[src/verilog/bp_pkg.sv]
`default_nettype none

package bp_pkg;

    //////////////////////////////////////////////////////////////////////
    // Sizes shared by the whole front end
    //////////////////////////////////////////////////////////////////////

    localparam int LANES      = 3;   // Fetch slots and update lanes per cycle
    localparam int ADDR_WIDTH = 32;  // RV32I instruction address

    //////////////////////////////////////////////////////////////////////
    // Enumerations
    //////////////////////////////////////////////////////////////////////

    // Direction counter whose upper bit is the prediction
    typedef enum logic [1:0] {
        strong_not_taken = 2'b00,
        weak_not_taken   = 2'b01,
        weak_taken       = 2'b10,
        strong_taken     = 2'b11
    } ctr_state_e;

    // Source of the next fetch address
    typedef enum logic [1:0] {
        npc_seq      = 2'b00,
        npc_pred     = 2'b01,
        npc_redirect = 2'b10
    } npc_src_e;

    //////////////////////////////////////////////////////////////////////
    // Structures
    //////////////////////////////////////////////////////////////////////

    typedef struct packed {
        logic [ADDR_WIDTH-1:0] pc;
        logic                  is_branch;  // Set by the front end decode
    } fetch_slot_t;

    // One resolved branch from execute
    typedef struct packed {
        logic                  valid;
        logic [ADDR_WIDTH-1:0] pc;
        logic                  mispredict;
        logic                  taken;      // Resolved direction
        logic [ADDR_WIDTH-1:0] target;
    } bp_update_t;

    // Per-slot lookup result
    typedef struct packed {
        logic                  taken;      // From the direction table
        logic                  hit;        // From the BTB
        logic [ADDR_WIDTH-1:0] target;
    } slot_pred_t;

endpackage

`default_nettype wire

[src/verilog/branch_predictor_super.sv]
`timescale 1ns/1ps
`default_nettype none

module branch_predictor_super #(
    parameter int PRED_ENTRIES = 32
) (
    input  wire logic                                      clk,
    input  wire logic                                      reset,
    input  wire bp_pkg::fetch_slot_t [bp_pkg::LANES-1:0]   slot,
    input  wire bp_pkg::bp_update_t  [bp_pkg::LANES-1:0]   update,
    output logic                     [bp_pkg::LANES-1:0]   pred_taken
);

    localparam int IDX_W = $clog2(PRED_ENTRIES);

    //////////////////////////////////////////////////////////////////////
    // Counter table
    //////////////////////////////////////////////////////////////////////

    bp_pkg::ctr_state_e ctr_table [PRED_ENTRIES];

    logic [IDX_W-1:0] pred_idx [bp_pkg::LANES];
    logic [IDX_W-1:0] upd_idx  [bp_pkg::LANES];

    // Word index, byte offset dropped
    function automatic logic [IDX_W-1:0] idx_of(input logic [bp_pkg::ADDR_WIDTH-1:0] pc);
        return pc[IDX_W+1:2];
    endfunction

    // Saturating step driven by the misprediction flag
    function automatic bp_pkg::ctr_state_e next_ctr(
        input bp_pkg::ctr_state_e cur,
        input logic               mispredict
    );
        bp_pkg::ctr_state_e nxt;
        nxt = cur;
        case (cur)
            bp_pkg::strong_not_taken: begin
                if (mispredict) begin
                    nxt = bp_pkg::weak_not_taken;
                end
            end
            bp_pkg::weak_not_taken: begin
                if (mispredict) begin
                    nxt = bp_pkg::weak_taken;        // Flip direction
                end else begin
                    nxt = bp_pkg::strong_not_taken;
                end
            end
            bp_pkg::weak_taken: begin
                if (mispredict) begin
                    nxt = bp_pkg::weak_not_taken;    // Flip direction
                end else begin
                    nxt = bp_pkg::strong_taken;
                end
            end
            bp_pkg::strong_taken: begin
                if (mispredict) begin
                    nxt = bp_pkg::weak_taken;
                end
            end
            default: nxt = bp_pkg::weak_taken;
        endcase
        return nxt;
    endfunction

    //////////////////////////////////////////////////////////////////////
    // Prediction, combinational in the fetch cycle
    //////////////////////////////////////////////////////////////////////

    always_comb begin
        for (int i = 0; i < bp_pkg::LANES; i++) begin
            pred_idx[i] = idx_of(slot[i].pc);
            upd_idx[i]  = idx_of(update[i].pc);
        end
    end

    always_comb begin
        for (int i = 0; i < bp_pkg::LANES; i++) begin
            // Non-branch slots never predict taken
            pred_taken[i] = slot[i].is_branch & ctr_table[pred_idx[i]][1];
        end
    end

    //////////////////////////////////////////////////////////////////////
    // Training from execute
    //////////////////////////////////////////////////////////////////////

    // Each lane steps from the old value; later lanes overwrite earlier ones
    always_ff @(posedge clk or negedge reset) begin
        if (!reset) begin
            for (int e = 0; e < PRED_ENTRIES; e++) begin
                ctr_table[e] <= bp_pkg::weak_taken;
            end
        end else begin
            for (int l = 0; l < bp_pkg::LANES; l++) begin
                if (update[l].valid) begin
                    ctr_table[upd_idx[l]] <= next_ctr(ctr_table[upd_idx[l]],
                                                      update[l].mispredict);
                end
            end
        end
    end

endmodule

`default_nettype wire

[src/verilog/branch_target_buffer.sv]
`timescale 1ns/1ps
`default_nettype none

module branch_target_buffer #(
    parameter int BTB_ENTRIES = 16
) (
    input  wire logic                                             clk,
    input  wire logic                                             reset,
    input  wire logic [bp_pkg::LANES-1:0][bp_pkg::ADDR_WIDTH-1:0] slot_pc,
    input  wire bp_pkg::bp_update_t [bp_pkg::LANES-1:0]           update,
    output logic      [bp_pkg::LANES-1:0]                         btb_hit,
    output logic      [bp_pkg::LANES-1:0][bp_pkg::ADDR_WIDTH-1:0] btb_target
);

    localparam int IDX_W = $clog2(BTB_ENTRIES);
    localparam int TAG_W = bp_pkg::ADDR_WIDTH - IDX_W - 2;

    //////////////////////////////////////////////////////////////////////
    // Storage
    //////////////////////////////////////////////////////////////////////

    logic [BTB_ENTRIES-1:0]        entry_valid;
    logic [TAG_W-1:0]              entry_tag    [BTB_ENTRIES];
    logic [bp_pkg::ADDR_WIDTH-1:0] entry_target [BTB_ENTRIES];

    logic [IDX_W-1:0] look_idx [bp_pkg::LANES];
    logic [TAG_W-1:0] look_tag [bp_pkg::LANES];
    logic [IDX_W-1:0] wr_idx   [bp_pkg::LANES];
    logic [bp_pkg::LANES-1:0] wr_en;

    function automatic logic [IDX_W-1:0] idx_of(input logic [bp_pkg::ADDR_WIDTH-1:0] pc);
        return pc[IDX_W+1:2];
    endfunction

    // Everything above the index
    function automatic logic [TAG_W-1:0] tag_of(input logic [bp_pkg::ADDR_WIDTH-1:0] pc);
        return pc[bp_pkg::ADDR_WIDTH-1:IDX_W+2];
    endfunction

    //////////////////////////////////////////////////////////////////////
    // Lookup
    //////////////////////////////////////////////////////////////////////

    always_comb begin
        for (int i = 0; i < bp_pkg::LANES; i++) begin
            look_idx[i]   = idx_of(slot_pc[i]);
            look_tag[i]   = tag_of(slot_pc[i]);
            btb_hit[i]    = entry_valid[look_idx[i]] && (entry_tag[look_idx[i]] == look_tag[i]);
            btb_target[i] = entry_target[look_idx[i]];
        end
    end

    //////////////////////////////////////////////////////////////////////
    // Allocation on taken branches
    //////////////////////////////////////////////////////////////////////

    always_comb begin
        for (int l = 0; l < bp_pkg::LANES; l++) begin
            wr_idx[l] = idx_of(update[l].pc);
            wr_en[l]  = update[l].valid & update[l].taken;
        end
    end

    always_ff @(posedge clk or negedge reset) begin
        if (!reset) begin
            entry_valid <= '0;
        end else begin
            for (int l = 0; l < bp_pkg::LANES; l++) begin
                if (wr_en[l]) begin
                    entry_valid[wr_idx[l]] <= 1'b1;
                end
            end
        end
    end

    // Highest lane is written last and wins
    always_ff @(posedge clk) begin
        for (int l = 0; l < bp_pkg::LANES; l++) begin
            if (wr_en[l]) begin
                entry_tag[wr_idx[l]]    <= tag_of(update[l].pc);
                entry_target[wr_idx[l]] <= update[l].target;
            end
        end
    end

endmodule

`default_nettype wire

[src/verilog/fetch_next_pc.sv]
`timescale 1ns/1ps
`default_nettype none

module fetch_next_pc #(
    parameter logic [bp_pkg::ADDR_WIDTH-1:0] RESET_PC = 32'h0000_1000
) (
    input  wire logic                                             clk,
    input  wire logic                                             reset,
    input  wire logic [bp_pkg::LANES-1:0]                         pred_taken,
    input  wire logic [bp_pkg::LANES-1:0]                         btb_hit,
    input  wire logic [bp_pkg::LANES-1:0][bp_pkg::ADDR_WIDTH-1:0] btb_target,
    input  wire logic                                             redirect_valid,
    input  wire logic [bp_pkg::ADDR_WIDTH-1:0]                    redirect_pc,
    output logic      [bp_pkg::ADDR_WIDTH-1:0]                    fetch_pc,
    output logic      [bp_pkg::LANES-1:0]                         slot_valid,
    output bp_pkg::npc_src_e                                      npc_src
);

    localparam logic [bp_pkg::ADDR_WIDTH-1:0] GROUP_BYTES = bp_pkg::LANES * 4;

    bp_pkg::slot_pred_t [bp_pkg::LANES-1:0] slot_res;

    logic                          taken_found;
    logic [bp_pkg::ADDR_WIDTH-1:0] taken_target;
    logic [bp_pkg::ADDR_WIDTH-1:0] next_pc;

    //////////////////////////////////////////////////////////////////////
    // First taken slot
    //////////////////////////////////////////////////////////////////////

    always_comb begin
        for (int i = 0; i < bp_pkg::LANES; i++) begin
            slot_res[i].taken  = pred_taken[i];
            slot_res[i].hit    = btb_hit[i];
            slot_res[i].target = btb_target[i];
        end
    end

    // Slots behind the taken one are dropped from the group
    always_comb begin
        taken_found  = 1'b0;
        taken_target = '0;
        slot_valid   = '0;
        for (int i = 0; i < bp_pkg::LANES; i++) begin
            if (!taken_found) begin
                slot_valid[i] = 1'b1;
                if (slot_res[i].taken && slot_res[i].hit) begin
                    taken_found  = 1'b1;
                    taken_target = slot_res[i].target;
                end
            end
        end
    end

    //////////////////////////////////////////////////////////////////////
    // Next address select and PC register
    //////////////////////////////////////////////////////////////////////

    always_comb begin
        if (redirect_valid) begin
            npc_src = bp_pkg::npc_redirect;      // Execute always wins
        end else if (taken_found) begin
            npc_src = bp_pkg::npc_pred;
        end else begin
            npc_src = bp_pkg::npc_seq;
        end
        case (npc_src)
            bp_pkg::npc_redirect: next_pc = redirect_pc;
            bp_pkg::npc_pred:     next_pc = taken_target;
            default:              next_pc = fetch_pc + GROUP_BYTES;
        endcase
    end

    always_ff @(posedge clk or negedge reset) begin
        if (!reset) begin
            fetch_pc <= RESET_PC;
        end else begin
            fetch_pc <= next_pc;
        end
    end

endmodule

`default_nettype wire

[src/verilog/fetch_predict_top.sv]
`timescale 1ns/1ps
`default_nettype none

module fetch_predict_top #(
    parameter int                            PRED_ENTRIES = 32,
    parameter int                            BTB_ENTRIES  = 16,
    parameter logic [bp_pkg::ADDR_WIDTH-1:0] RESET_PC     = 32'h0000_1000
) (
    input  wire logic                                   clk,
    input  wire logic                                   reset,
    input  wire logic [bp_pkg::LANES-1:0]               is_branch,
    input  wire bp_pkg::bp_update_t [bp_pkg::LANES-1:0] update,
    input  wire logic                                   redirect_valid,
    input  wire logic [bp_pkg::ADDR_WIDTH-1:0]          redirect_pc,
    output logic      [bp_pkg::ADDR_WIDTH-1:0]          fetch_pc,
    output logic      [bp_pkg::LANES-1:0]               slot_valid,
    output logic      [bp_pkg::LANES-1:0]               pred_taken,
    output bp_pkg::npc_src_e                            npc_src
);

    bp_pkg::fetch_slot_t [bp_pkg::LANES-1:0]                   slot;
    logic [bp_pkg::LANES-1:0][bp_pkg::ADDR_WIDTH-1:0]           slot_pc;
    logic [bp_pkg::LANES-1:0]                                  btb_hit;
    logic [bp_pkg::LANES-1:0][bp_pkg::ADDR_WIDTH-1:0]           btb_target;

    // Slot i sits at fetch_pc + 4*i
    always_comb begin
        for (int i = 0; i < bp_pkg::LANES; i++) begin
            slot_pc[i]        = fetch_pc + bp_pkg::ADDR_WIDTH'(4 * i);
            slot[i].pc        = slot_pc[i];
            slot[i].is_branch = is_branch[i];
        end
    end

    branch_predictor_super #(
        .PRED_ENTRIES (PRED_ENTRIES)
    ) u_pred (
        .clk        (clk),
        .reset      (reset),
        .slot       (slot),
        .update     (update),
        .pred_taken (pred_taken)
    );

    branch_target_buffer #(
        .BTB_ENTRIES (BTB_ENTRIES)
    ) u_btb (
        .clk        (clk),
        .reset      (reset),
        .slot_pc    (slot_pc),
        .update     (update),
        .btb_hit    (btb_hit),
        .btb_target (btb_target)
    );

    fetch_next_pc #(
        .RESET_PC (RESET_PC)
    ) u_npc (
        .clk            (clk),
        .reset          (reset),
        .pred_taken     (pred_taken),
        .btb_hit        (btb_hit),
        .btb_target     (btb_target),
        .redirect_valid (redirect_valid),
        .redirect_pc    (redirect_pc),
        .fetch_pc       (fetch_pc),
        .slot_valid     (slot_valid),
        .npc_src        (npc_src)
    );

endmodule

`default_nettype wire
[config.mk]
export PLATFORM = sky130hd
export DESIGN_NAME = fetch_predict_top
export DESIGN_NICKNAME = d
export VERILOG_FILES = /design/src/verilog/bp_pkg.sv /design/src/verilog/branch_predictor_super.sv /design/src/verilog/branch_target_buffer.sv /design/src/verilog/fetch_next_pc.sv /design/src/verilog/fetch_predict_top.sv
export SDC_FILE = /design/constraint.sdc
export NUM_CORES = 2
export LEC_CHECK = 0
export BUFFER_PORTS_ARGS = -buffer_cell sky130_fd_sc_hd__buf_4
export CAP_MARGIN = 20
export CORE_UTILIZATION = 25
export CTS_CLUSTER_SIZE = 28
export DETAILED_ROUTE_END_ITERATION = 12
export GPL_TIMING_DRIVEN = 0
export PLACE_DENSITY = 0.46
export SYNTH_ARGS = -nofsm -noshare
export SYNTH_HDL_FRONTEND = slang
export SYNTH_SLANG_ARGS = --single-unit
[constraint.sdc]
create_clock -name clk -period 11.4 [get_ports clk]
set_input_delay 1.14 -clock clk [delete_from_list [all_inputs] [get_ports clk]]
set_output_delay 1.14 -clock clk [all_outputs]
set_load 0.05 [all_outputs]
==> impl_metrics.sql <==
INSERT INTO impl_metrics (metric_group, metric, value, unit) VALUES
('run_status', 'failed_checks', 'negative setup slack', ''),
('route', 'drt-pass1-iter-count', '7', ''),
('sta', 'clock.fmax', '85.0', 'MHz'),
('synthesis', 'synth_nets', '7546', ''),
('setup_path', 'startpoint_type', 'flip-flop', ''),
('cells_and_area', 'register_area', '30700', 'um^2'),
('synthesis', 'yosys.area_share.xor_xnor', '0.0154', ''),
('synthesis', 'yosys_warnings', '0', ''),
('route', 'detailroute.via_count', '82400', ''),
('synthesis', 'top_post_synthesis_cells_by_area', 'sky130_fd_sc_hd__edfxtp_1, sky130_fd_sc_hd__mux4_2, sky130_fd_sc_hd__mux2i_1, sky130_fd_sc_hd__nand2_1, sky130_fd_sc_hd__o21ai_0', ''),
('synthesis', 'yosysMostFrequentCell', 'sky130_fd_sc_hd__mux2i_1', ''),
('synthesis', 'ys_seq_area_frac', '0.376', ''),
('sta', 'timing_max_transition_violations_final', '0', ''),
('synthesis', 'synth.cell_area', '81800', 'um^2'),
('synthesis', 'synthTopCellsByCount', 'sky130_fd_sc_hd__mux2i_1, sky130_fd_sc_hd__edfxtp_1, sky130_fd_sc_hd__mux4_2', ''),
('setup_path', 'r2r-end', 'u_npc.fetch_pc[20]$_DFF_PN0_', ''),
('grt', 'globalRouteTotalUtil', '0.341', ''),
('clock_network', 'numClockSinks', '1040', ''),
('setup_path', 'slowest_delay', '800', 'ps'),
('route', 'ant_nets', '0', ''),
('power', 'vdd_drop_max', '0.105', 'mV'),
('sta', 'timing.setup.tns', '-370', 'ps'),
('grt', 'first_pass_grt_wire_length', '747', 'mm'),
('sta', 'finalWorstSetupSlack', '-370', 'ps'),
('synthesis', 'synth_top_family_by_area', 'multiplexers', ''),
('sta', 'setup_viol', '1', ''),
('floorplan', 'core_area', '325000', 'um^2'),
('floorplan', 'std_cell_rows', '209', ''),
('run', 'max_cap_violations', '0', ''),
('sta', 'hold_violations', '0', ''),
('synthesis', 'yosys_most_used_dff', 'sky130_fd_sc_hd__edfxtp_1', ''),
('setup_path', 'worst_ep_arrival_time', '10630', 'ps'),
('place', 'half_perimeter_wire_length_after_detailed_placement', '438', 'mm'),
('clock_network', 'cts-root-buf', 'sky130_fd_sc_hd__clkbuf_16', ''),
('floorplan', 'die_width', '574', 'um'),
('clock_network', 'cts-buffers-inserted', '146', ''),
('sta', 'timing.max_slew.rel_slack', '0.0985', ''),
('cells_and_area', 'layout.filler_cells', '33300', ''),
('synthesis', 'synth_compound_area_frac', '0.0909', ''),
('synthesis', 'synth_edf_count', '928', ''),
('clock_network', 'clk-insertion-delay-late', '910', 'ps'),
('cells_and_area', 'finish.instance_area', '99000', 'um^2'),
('clock_network', 'tritoncts', 'built', ''),
('setup_path', 'timing.critical_path.slowest_stage_cell', 'sky130_fd_sc_hd__clkbuf_2', ''),
('floorplan', 'floorplan.die.height', '574', 'um'),
('route', 'wl', '584', 'mm'),
('cells_and_area', 'final_core_util', '0.305', ''),
('grt', 'total_overflow_reported_by_the_global_router', '0', ''),
('min_path', 'timing.hold.worst.class', 'primary input to async pin', ''),
('floorplan', 'initial_core_util', '0.252', ''),
('run_status', 'status', 'finished, violations left', ''),
('synthesis', 'synthSimpleGateAreaFrac', '0.101', ''),
('synthesis', 'synth.mux.area_fraction', '0.369', ''),
('floorplan', 'io_pins', '279', ''),
('floorplan', 'die_outline_area', '329000', 'um^2'),
('grt', 'grt_use_met2', '0.471', ''),
('grt', 'global_route.usage.met3', '0.148', ''),
('setup_path', 'crit_top_cell', 'sky130_fd_sc_hd__buf_2', ''),
('place', 'dpl.cell_count', '12200', ''),
('cells_and_area', 'fin_nets', '8242', ''),
('route', 'route.detailed.vias_per_inst', '6.58', ''),
('sta', 'worst_slew_pin_slew', '1350', 'ps'),
('grt', 'grtUsageMet1', '0.402', ''),
('sta', 'final_period_minus_worst_setup_slack', '11770', 'ps'),
('synthesis', 'ys_types', '85', ''),
('route', 'routed_wire_length_per_instance', '46.6', 'um'),
('setup_path', 'critical_path.top_delay_family', 'buffers and inverters', ''),
('place', 'io_buffer_count', '203', ''),
('synthesis', 'synth.ff_latch_count', '1040', ''),
('place', 'dpl_cell_area', '94000', 'um^2'),
('setup_path', 'timing_worst_setup_path_type', 'flip-flop to output port', '');
## what timing repair did
| action | in CTS | in global routing |
|---|---|---|
| endpoints found under the hold margin | 0 | 0 |
| gates resized for setup | 4 | 2 |
| pin swaps | 1 | 0 |
| endpoints found under the setup margin | 2 | 1 |
## metal layers
layer  part of all wire  wire length [um]
met5            0.00091               529
met4               0.11             61500
met3               0.15             87600
met2               0.40            233000
met1               0.34            201000
## registers in the layout (all words and copies together) (netlist names)
| signal | flops |
|---|---|
| u_btb.entry_tag | 416 |
| u_btb.entry_target | 512 |
| u_btb.entry_valid | 16 |
| u_npc.fetch_pc | 32 |
| u_pred.ctr_table | 64 |
## worst max-delay path by stage
stage	from	to	slack [ps]	depth (start not counted)
6_report	u_npc.fetch_pc[2]$_DFF_PN0_	npc_src[0]	-370	19
5_1_grt	u_npc.fetch_pc[2]$_DFF_PN0_	npc_src[0]	160	19
4_1_cts	u_npc.fetch_pc[2]$_DFF_PN0_	npc_src[0]	30	25
3_5_place_dp	u_npc.fetch_pc[3]$_DFF_PN0_	npc_src[0]	-130	19
3_3_place_gp	update[39]	u_btb.entry_valid[11]$_DFF_PN0_	-6430	6
2_1_floorplan	u_npc.fetch_pc[2]$_DFF_PN0_	npc_src[0]	3040	18
## cells in the final DEF (no fill, tap or decap), drive strengths merged, types with 94 or more instances in the layout
cell type / instances
a21oi: 536
mux2i: 1025
buf: 858
clkbuf: 773
mux4: 867
xnor2: 95
nand2: 831
diode: 94
nand3: 158
edfxtp: 928
nor2: 600
o21ai: 574
## stage by stage
step,worst slack [ps],hold slack (ps),power (mW)
floorplan,3040,469,7.73
global placement,-6430,492,10.4
detailed placement,-131,505,10.6
CTS,27.5,266,15.1
global route,155,304,15.5
finish,-370,238,15.6
## power by group
| group | switching (mW) | total (mW) | internal, mW |
|---|---|---|---|
| Combinational | 4.02 | 6.15 | 2.12 |
| Clock | 2.03 | 4.58 | 2.55 |
| Sequential | 0.378 | 4.85 | 4.47 |
## final cells by class
| cell class | count | share of cell area |
|---|---|---|
| Multi-Input combinational cell | 5334 | 0.480 |
| Tap cell | 4325 | 0.0547 |
| Clock buffer | 182 | 0.0390 |
| Buffer | 900 | 0.0384 |
| Clock inverter | 65 | 0.00537 |
| Inverter | 27 | 0.00102 |
| Timing Repair Buffer | 549 | 0.0692 |
| Sequential cell | 1040 | 0.310 |
| Antenna cell | 94 | 0.00238 |
## cell families after synthesis
logic type               Yosys count
AND/OR/NAND/NOR                 1914
XOR/XNOR                         142
AO/OA/AOI/OAI                   1343
adder cells (fa/ha/maj)            5
multiplexers                    1929
other                              1
flip-flops                      1040
buffers and inverters            928
Power figures use the tool's default switching activity.
